### config.mk
export PLATFORM = sky130hd
export DESIGN_NAME = gpuCircleTop
export DESIGN_NICKNAME = d
export VERILOG_FILES = /design/src/verilog/gpuPkg.sv /design/src/verilog/circleDraw.sv /design/src/verilog/gpuCircleTop.sv /design/src/verilog/octantDraw.sv /design/src/verilog/pixelFifo.sv /design/src/verilog/pixelWriter.sv
export SDC_FILE = /design/constraint.sdc
export NUM_CORES = 1
export LEC_CHECK = 0
export ABC_AREA = 1
export CORE_ASPECT_RATIO = 1.75
export CORE_UTILIZATION = 64
export DETAILED_ROUTE_END_ITERATION = 6
export DONT_BUFFER_PORTS = 1
export PLACE_DENSITY = 0.88
export SETUP_SLACK_MARGIN = 0.4
export SLEW_MARGIN = 20
export SYNTH_ARGS = -nofsm -noshare
export SYNTH_HDL_FRONTEND = slang
export SYNTH_SLANG_ARGS = --single-unit
### constraint.sdc
create_clock -name clk -period 5.45 [get_ports clk]
set_clock_uncertainty 0.2 [all_clocks]
set_input_delay 0.545 -clock clk [delete_from_list [all_inputs] [get_ports clk]]
set_output_delay 0.545 -clock clk [all_outputs]
set_load 0.02 [all_outputs]
### src/verilog/gpuPkg.sv
package gpuPkg;

  // Screen geometry
  localparam int SCREEN_W = 160;
  localparam int SCREEN_H = 120;

  localparam int FIFO_DEPTH = 8;
  localparam int FIFO_PTR_W = $clog2(FIFO_DEPTH);
  localparam int FIFO_CNT_W = $clog2(FIFO_DEPTH + 1);

  localparam int COORD_W = 10;
  localparam int RADIUS_W = 7;
  localparam int COLOR_W = 12;
  localparam int FB_ADDR_W = 15;
  localparam int OCT_W = 3;

  // The midpoint decision value needs a few bits more than a coordinate
  localparam int DECISION_W = COORD_W + 2;

  typedef logic signed [COORD_W-1:0] coordT;
  typedef logic [RADIUS_W-1:0] radiusT;
  typedef logic [COLOR_W-1:0] colorT;
  typedef logic [FB_ADDR_W-1:0] fbAddrT;
  typedef logic [OCT_W-1:0] octantT;

  localparam octantT LAST_OCTANT = 3'd7;

  typedef struct packed {
    coordT x;
    coordT y;
    colorT color;
  } pixelT;

  typedef struct packed {
    coordT xc;
    coordT yc;
    radiusT radius;
    colorT color;
  } circleCmdT;

  typedef enum logic {
    IDLE,
    RUN
  } drawStateT;

endpackage

### src/verilog/circleDraw.sv
`timescale 1ns/1ps

module circleDraw
  import gpuPkg::*;
(
  input  logic      clk,
  input  logic      n_rst,
  input  logic      start_i,
  input  circleCmdT cmd_i,
  input  logic      fifoFull_i,
  output logic      pixPush_o,
  output pixelT     pix_o,
  output logic      busy_o,
  output logic      done_o
);

  circleCmdT cmdQ;
  octantT octIdx;
  logic octStart;
  logic octDone;
  logic accept;

  assign accept = start_i && !busy_o;

  // Command stays put for all eight passes
  always_ff @(posedge clk)
  begin
    if (accept)
      cmdQ <= cmd_i;
  end

  always_ff @(posedge clk or negedge n_rst)
  begin
    if (!n_rst)
    begin
      busy_o <= 1'b0;
      done_o <= 1'b0;
      octStart <= 1'b0;
      octIdx <= '0;
    end
    else
    begin
      done_o <= 1'b0;
      octStart <= 1'b0;
      if (accept)
      begin
        busy_o <= 1'b1;
        octIdx <= '0;
        octStart <= 1'b1;
      end
      else if (busy_o && octDone)
      begin
        if (octIdx == LAST_OCTANT)
        begin
          busy_o <= 1'b0;
          done_o <= 1'b1;
        end
        else
        begin
          octIdx <= octIdx + 1'b1;
          octStart <= 1'b1;
        end
      end
    end
  end

  // A full FIFO simply freezes the drawer
  octantDraw drawer_i (
    .clk        (clk),
    .n_rst      (n_rst),
    .start_i    (octStart),
    .hold_i     (fifoFull_i),
    .oct_i      (octIdx),
    .xc_i       (cmdQ.xc),
    .yc_i       (cmdQ.yc),
    .radius_i   (cmdQ.radius),
    .color_i    (cmdQ.color),
    .pix_o      (pix_o),
    .pixValid_o (pixPush_o),
    .done_o     (octDone)
  );

endmodule

### src/verilog/gpuCircleTop.sv
`timescale 1ns/1ps

module gpuCircleTop
  import gpuPkg::*;
(
  input  logic      clk,
  input  logic      n_rst,
  input  logic      start_i,
  input  circleCmdT cmd_i,
  input  logic      fbStall_i,
  output logic      busy_o,
  output logic      done_o,
  output logic      fbWrite_o,
  output fbAddrT    fbAddr_o,
  output colorT     fbColor_o
);

  logic pixPush;
  pixelT pixIn;
  pixelT pixHead;
  logic fifoFull;
  logic fifoEmpty;
  logic pixPop;

  circleDraw circle_i (
    .clk        (clk),
    .n_rst      (n_rst),
    .start_i    (start_i),
    .cmd_i      (cmd_i),
    .fifoFull_i (fifoFull),
    .pixPush_o  (pixPush),
    .pix_o      (pixIn),
    .busy_o     (busy_o),
    .done_o     (done_o)
  );

  pixelFifo fifo_i (
    .clk        (clk),
    .n_rst      (n_rst),
    .push_i     (pixPush),
    .pushData_i (pixIn),
    .pop_i      (pixPop),
    .popData_o  (pixHead),
    .full_o     (fifoFull),
    .empty_o    (fifoEmpty)
  );

  pixelWriter writer_i (
    .clk         (clk),
    .n_rst       (n_rst),
    .fifoEmpty_i (fifoEmpty),
    .pixel_i     (pixHead),
    .fbStall_i   (fbStall_i),
    .pop_o       (pixPop),
    .fbWrite_o   (fbWrite_o),
    .fbAddr_o    (fbAddr_o),
    .fbColor_o   (fbColor_o)
  );

endmodule

### src/verilog/octantDraw.sv
`timescale 1ns/1ps

module octantDraw
  import gpuPkg::*;
(
  input  logic   clk,
  input  logic   n_rst,
  input  logic   start_i,
  input  logic   hold_i,
  input  octantT oct_i,
  input  coordT  xc_i,
  input  coordT  yc_i,
  input  radiusT radius_i,
  input  colorT  color_i,
  output pixelT  pix_o,
  output logic   pixValid_o,
  output logic   done_o
);

  drawStateT state;
  logic startQ;
  logic startEdge;
  logic stepEn;
  logic finished;

  octantT octQ;
  coordT xcQ;
  coordT ycQ;
  colorT colorQ;
  coordT tx;
  coordT ty;
  logic signed [DECISION_W-1:0] decision;

  logic swapXY;
  logic negX;
  logic negY;
  coordT offX;
  coordT offY;
  coordT mapX;
  coordT mapY;

  // Only the first cycle of a start level counts
  assign startEdge = start_i & ~startQ;
  assign stepEn = (state == RUN) && !hold_i;
  assign finished = tx > ty;

  // Octants 0, 3, 4 and 7 swap the axes while 2 to 5 mirror x and 4 to 7 mirror y
  always_comb
  begin
    swapXY = (octQ == 3'd0) || (octQ == 3'd3) || (octQ == 3'd4) || (octQ == 3'd7);
    negX = (octQ >= 3'd2) && (octQ <= 3'd5);
    negY = octQ[2];
    offX = swapXY ? ty : tx;
    offY = swapXY ? tx : ty;
    mapX = negX ? xcQ - offX : xcQ + offX;
    mapY = negY ? ycQ - offY : ycQ + offY;
  end

  always_ff @(posedge clk or negedge n_rst)
  begin
    if (!n_rst)
    begin
      state <= IDLE;
      startQ <= 1'b0;
      pixValid_o <= 1'b0;
      done_o <= 1'b0;
    end
    else
    begin
      startQ <= start_i;
      pixValid_o <= 1'b0;
      done_o <= 1'b0;
      if (state == IDLE)
      begin
        if (startEdge)
          state <= RUN;
      end
      else if (stepEn)
      begin
        if (finished)
        begin
          done_o <= 1'b1;
          state <= IDLE;
        end
        else
          pixValid_o <= 1'b1;
      end
    end
  end

  always_ff @(posedge clk)
  begin
    if (state == IDLE && startEdge)
    begin
      octQ <= oct_i;
      xcQ <= xc_i;
      ycQ <= yc_i;
      colorQ <= color_i;
      tx <= '0;
      ty <= coordT'(radius_i);
      decision <= 1 - DECISION_W'(coordT'(radius_i));
    end
    else if (stepEn && !finished)
    begin
      pix_o <= '{x: mapX, y: mapY, color: colorQ};
      if (decision < 0)
        decision <= decision + 2 * DECISION_W'(tx) + 3;
      else
      begin
        decision <= decision + 2 * DECISION_W'(tx) - 2 * DECISION_W'(ty) + 5;
        ty <= ty - 1;
      end
      tx <= tx + 1;
    end
  end

endmodule

### src/verilog/pixelFifo.sv
`timescale 1ns/1ps

module pixelFifo
  import gpuPkg::*;
(
  input  logic  clk,
  input  logic  n_rst,
  input  logic  push_i,
  input  pixelT pushData_i,
  input  logic  pop_i,
  output pixelT popData_o,
  output logic  full_o,
  output logic  empty_o
);

  pixelT mem [FIFO_DEPTH];
  logic [FIFO_PTR_W-1:0] wrPtr;
  logic [FIFO_PTR_W-1:0] rdPtr;
  logic [FIFO_CNT_W-1:0] count;
  logic doPush;
  logic doPop;

  function automatic logic [FIFO_PTR_W-1:0] nextPtr(input logic [FIFO_PTR_W-1:0] ptr);
    if (ptr == FIFO_PTR_W'(FIFO_DEPTH - 1))
      return '0;
    return ptr + 1'b1;
  endfunction

  assign doPush = push_i && (count != FIFO_CNT_W'(FIFO_DEPTH));
  assign doPop = pop_i && !empty_o;

  // Early full leaves a slot for the pixel already in the drawer's output register
  assign full_o = count >= FIFO_CNT_W'(FIFO_DEPTH - 1);
  assign empty_o = count == '0;
  assign popData_o = mem[rdPtr];

  always_ff @(posedge clk)
  begin
    if (doPush)
      mem[wrPtr] <= pushData_i;
  end

  always_ff @(posedge clk or negedge n_rst)
  begin
    if (!n_rst)
    begin
      wrPtr <= '0;
      rdPtr <= '0;
      count <= '0;
    end
    else
    begin
      if (doPush)
        wrPtr <= nextPtr(wrPtr);
      if (doPop)
        rdPtr <= nextPtr(rdPtr);
      if (doPush && !doPop)
        count <= count + 1'b1;
      else if (doPop && !doPush)
        count <= count - 1'b1;
    end
  end

endmodule

### src/verilog/pixelWriter.sv
`timescale 1ns/1ps

module pixelWriter
  import gpuPkg::*;
(
  input  logic   clk,
  input  logic   n_rst,
  input  logic   fifoEmpty_i,
  input  pixelT  pixel_i,
  input  logic   fbStall_i,
  output logic   pop_o,
  output logic   fbWrite_o,
  output fbAddrT fbAddr_o,
  output colorT  fbColor_o
);

  logic inBounds;
  logic [COORD_W-1:0] xU;
  logic [COORD_W-1:0] yU;
  fbAddrT linAddr;

  assign pop_o = !fifoEmpty_i && !fbStall_i;

  assign inBounds = (pixel_i.x >= 0) && (pixel_i.x < SCREEN_W) &&
                    (pixel_i.y >= 0) && (pixel_i.y < SCREEN_H);

  // Only meaningful once the bounds test has passed
  assign xU = pixel_i.x;
  assign yU = pixel_i.y;
  assign linAddr = fbAddrT'(yU * SCREEN_W + xU);

  always_ff @(posedge clk or negedge n_rst)
  begin
    if (!n_rst)
      fbWrite_o <= 1'b0;
    else
      fbWrite_o <= pop_o && inBounds;
  end

  always_ff @(posedge clk)
  begin
    if (pop_o)
    begin
      fbAddr_o <= linAddr;
      fbColor_o <= pixel_i.color;
    end
  end

endmodule
==> impl_summary.log <==
[metrics] diodes inserted: 0
[metrics] Finished Layout Cells: 2,219
[metrics] initial antenna violation count: 0
[metrics] DRC violation count after routing: 0
[metrics] measured slew at the worst slew-check pin: 1.021 ns
[metrics] via density per instance: 6.158
[metrics] via count of the first global-routing pass: 14,090
[metrics] final max-slew violation count: 0
[metrics] GR Overflow Total: 0
[metrics] CTS tree: yes
[metrics] critical-path cell with the highest stage delay: sky130_fd_sc_hd__buf_4
[metrics] total global routing track utilization: 29.56%
[metrics] total of endpoints with negative setup slack in the final report: 0
[metrics] max-cap check violation count: 0
[metrics] crit-path max cell delay: 0.80 ns
[metrics] maximum number of pins on one net before global-route repair: 100
[metrics] worst-path fanout max: 99
[metrics] placer's final routability congestion estimate: 0.9475
[metrics] Root Driver: sky130_fd_sc_hd__clkbuf_16
[metrics] min Tclk post-route: 4.663 ns
[metrics] count of yosys warnings during synthesis: 0
[metrics] hold depth: 2
[metrics] placed insts: 2,109
[metrics] FMAX: 214.5 MHz
[metrics] met2 routing resource usage after global routing: 53.13%
[metrics] setup repair after global routing missed its margin: false
[metrics] final hold violations: 0
[metrics] reg-to-reg endpoint: writer_i.fbAddr_o[14]$_DFFE_PP_
[metrics] chain of cells forming the critical path: buf_4, o21ai_0, o22ai_1, nor2_1, a31oi_1, ha_1, ha_1, inv_1, fa_1, inv_1, ha_1, a21oi_1, nor2_1, nand2_1, nor2_1, nand2_1, xor2_1
[metrics] kind of critical path: flop to flop
[metrics] run status: complete, no violations
[metrics] post-synthesis cell area: 20,130 um^2
[metrics] r2r startpoint: fifo_i.rdPtr[0]$_DFFE_PN0P_
[metrics] startpoint of the tightest hold check path: start_i
[metrics] Worst Path Required: 5.54 ns
[metrics] Sink Count: 442
[metrics] gate count of the mapped netlist: 1,761
[metrics] source-to-sink clock delay at the later pin of the worst-skew pair: 0.55 ns
[metrics] Routed Wire Length: 45,790 um
[metrics] sequential fraction of the synthesis area: 64.76%
[metrics] Post-synth EDFFs: 408
[metrics] met3 Usage GRT: 3.982%
[metrics] top flip-flop cell by instance count after synthesis: sky130_fd_sc_hd__edfxtp_1
[metrics] Critical Path Start Type: flop
[metrics] floorplan die height: 236.6 um
[metrics] slew margin rel.: 31.95%
[metrics] post-route fraction of the period consumed by the critical path: 85.56%
[metrics] Setup crit end kind: flop
[metrics] most frequent cells in the layout: 408 x sky130_fd_sc_hd__edfxtp_1, 271 x sky130_fd_sc_hd__nor2_1, 216 x sky130_fd_sc_hd__nand2_1, 187 x sky130_fd_sc_hd__o21ai_0, 135 x sky130_fd_sc_hd__inv_1
[metrics] number of placement rows: 85
[metrics] R2R Setup Slk: 0.79 ns
[metrics] number of routed nets with antenna violations: 0
[metrics] Pre-antenna DRT Iters: 5
[metrics] Iteration-0 DRC Markers: 1,164
[metrics] worst-case hold path end point: circle_i.octStart$_DFF_PN0_
[metrics] WL/cell: 20.64 um
[metrics] first-pass GRT wire length: 71,850 um
[metrics] horizontal die dimension: 136.1 um
[metrics] classification of the worst-slack hold path: input pin to flop
[metrics] filler instances: 1,939
[metrics] Async S/R FF share, synth: 4.751%
[metrics] arrival time of data at the critical path endpoint: 4.75 ns
[metrics] core area: 30,840 um^2
[metrics] Clock H-tree levels: 2
[metrics] total CTS buffers: 38
[metrics] buffer depth of the longest clock path: 3
[metrics] flops & latches, synth: 442
[metrics] logic depth of the worst register-to-register path: 17
[metrics] clk slew on worst S/H paths: 0.07 ns
[metrics] aggregate negative setup slack: 0 ns
[metrics] Post-layout nets: 1,943
[metrics] busiest grt layer: met2
[metrics] synthesized area divided by synthesized cell count: 11.43 um^2
[metrics] placed wire-length estimate: 28,370 um
[metrics] Port Buffers: 0
[metrics] most common library cell in the layout ignoring fill and taps: sky130_fd_sc_hd__edfxtp_1
[metrics] I/O pin cnt: 73
[metrics] via total after detailed routing: 13,660
[metrics] distinct cell type count of the synthesized netlist: 46
[metrics] Initial Utilization: 65.27%
[metrics] global-route met1 utilization: 32.01%
[metrics] area grow syn2layout: 10.37%
[metrics] ratio of cells with drive above 1 in the final layout: 6.018%
[metrics] number of buffers inserted by post-CTS setup repair: 0
[metrics] Syn Nets: 1,903
[metrics] die outline area: 32,200 um^2
-- critical path: cells and delay by family (launching register included) --
family,cells,cell delay (ns)
xor+xnor,1,0.17
compound gates,4,0.89
buf+inv,3,0.89
fa+ha+maj,4,1.17
flops,1,0.63
simple gates,5,0.39
-- kinds of logic (layout without fill, tap and decap cells) --
family	Yosys count	after routing	share of synthesized area (%)
simple gates	587	587	11.80
flops	442	442	64.76
compound gates	358	358	9.796
buf+inv	202	269	4.046
fa+ha+maj	99	99	6.414
xor+xnor	73	73	3.176
-- synth_stat cells (2+ instances only) --
master	n	share of area, %
sky130_fd_sc_hd__nand2_1	216	4.0
sky130_fd_sc_hd__o21ai_0	187	4.6
sky130_fd_sc_hd__o21ai_2	11	0.48
sky130_fd_sc_hd__xnor2_1	27	1.2
sky130_fd_sc_hd__buf_6	2	0.11
sky130_fd_sc_hd__edfxtp_1	408	61
sky130_fd_sc_hd__inv_1	136	2.5
sky130_fd_sc_hd__nor2_2	3	0.093
sky130_fd_sc_hd__dfxtp_1	13	1.3
sky130_fd_sc_hd__buf_4	4	0.15
sky130_fd_sc_hd__clkbuf_1	33	0.62
sky130_fd_sc_hd__nand3_1	46	1.1
sky130_fd_sc_hd__nor3_1	14	0.35
sky130_fd_sc_hd__or2_1	2	0.062
sky130_fd_sc_hd__buf_2	21	0.52
sky130_fd_sc_hd__a21oi_1	65	1.6
sky130_fd_sc_hd__o21a_1	2	0.075
sky130_fd_sc_hd__a21o_1	4	0.15
sky130_fd_sc_hd__xor2_1	46	2.0
sky130_fd_sc_hd__ha_1	92	5.7
sky130_fd_sc_hd__dfrtp_1	21	2.6
sky130_fd_sc_hd__a31oi_1	33	1.0
sky130_fd_sc_hd__buf_1	3	0.056
sky130_fd_sc_hd__nor4_1	4	0.12
sky130_fd_sc_hd__nand3_2	2	0.099
sky130_fd_sc_hd__nor2_1	280	5.2
sky130_fd_sc_hd__nand3b_1	5	0.19
sky130_fd_sc_hd__nand4_1	10	0.31
sky130_fd_sc_hd__clkinv_1	2	0.037
sky130_fd_sc_hd__o21bai_1	5	0.19
sky130_fd_sc_hd__o22ai_1	39	1.2
sky130_fd_sc_hd__fa_1	7	0.70
sky130_fd_sc_hd__o21ai_1	5	0.12
-- through the flow --
| step | setup slack [ns] | util, % | hold WS, ns | area (um^2) |
|---|---|---|---|---|
| global placement | 1.034 | 66.56 | 0.05100 | 20530 |
| global route | 0.5336 | 72.04 | 0.1089 | 22220 |
| floorplan | 1.489 | - | 0.04941 | 20130 |
| CTS | 0.8351 | 71.97 | 0.05850 | 22200 |
| finish | 0.7872 | 72.04 | 0.07834 | 22220 |
| detailed placement | 0.8420 | 66.56 | 0.05096 | 20530 |
-- sequential cells by signal (all words and copies together), names as in the netlist, 3 cells and up --
name	count
fifo_i.count	4
circle_i.drawer_i.tx	10
circle_i.drawer_i.pix_o	32
circle_i.drawer_i.colorQ	12
fifo_i.rdPtr	3
circle_i.drawer_i.xcQ	10
circle_i.octIdx	3
circle_i.drawer_i.octQ	3
fifo_i.wrPtr	3
circle_i.drawer_i.decision	12
writer_i.fbAddr_o	15
circle_i.cmdQ	39
fifo_i.mem	256
circle_i.drawer_i.ty	10
writer_i.fbColor_o	12
circle_i.drawer_i.ycQ	10
-- routing by layer --
layer,wire (um),vias to the layer above
li1,-,6266
met3,2619,198
met4,2927,0
met5,0,-
met2,24850,652
met1,15390,6548
-- cell type report --
type	instances	area, um^2	area share, %
flip-flops and latches	442	13040	58.70
multi-input cells	1117	6326	28.47
clock buffers	48	1010	4.545
repair buffers	63	600.6	2.703
inverters	139	523.0	2.354
well taps	391	489.2	2.202
clock inverters	19	227.7	1.025
-- worst max path at each step --
| stage | start | endpoint | depth (start not counted) |
|---|---|---|---|
| finish | fifo_i.rdPtr[0]$_DFFE_PN0P_ | writer_i.fbAddr_o[14]$_DFFE_PP_ | 17 |
| global route | fifo_i.rdPtr[0]$_DFFE_PN0P_ | writer_i.fbAddr_o[13]$_DFFE_PP_ | 14 |
| detailed placement | fifo_i.rdPtr[0]$_DFFE_PN0P_ | writer_i.fbAddr_o[13]$_DFFE_PP_ | 14 |
| CTS | fifo_i.rdPtr[0]$_DFFE_PN0P_ | writer_i.fbAddr_o[13]$_DFFE_PP_ | 14 |
| floorplan | fifo_i.count[2]$_DFFE_PN0P_ | fifo_i.count[3]$_DFFE_PN0P_ | 13 |
| global placement | fifo_i.rdPtr[0]$_DFFE_PN0P_ | writer_i.fbAddr_o[14]$_DFFE_PP_ | 17 |
-- timing repair --
item,CTS,global route
endpoints found under the hold margin,61,0
resized for setup,0,1
setup endpoints to repair,0,1
hold buffers,42,0
Power is left out: the tool's default activity adds up to more than one toggle a clock period on the data nets, which glitch-free logic cannot reach.
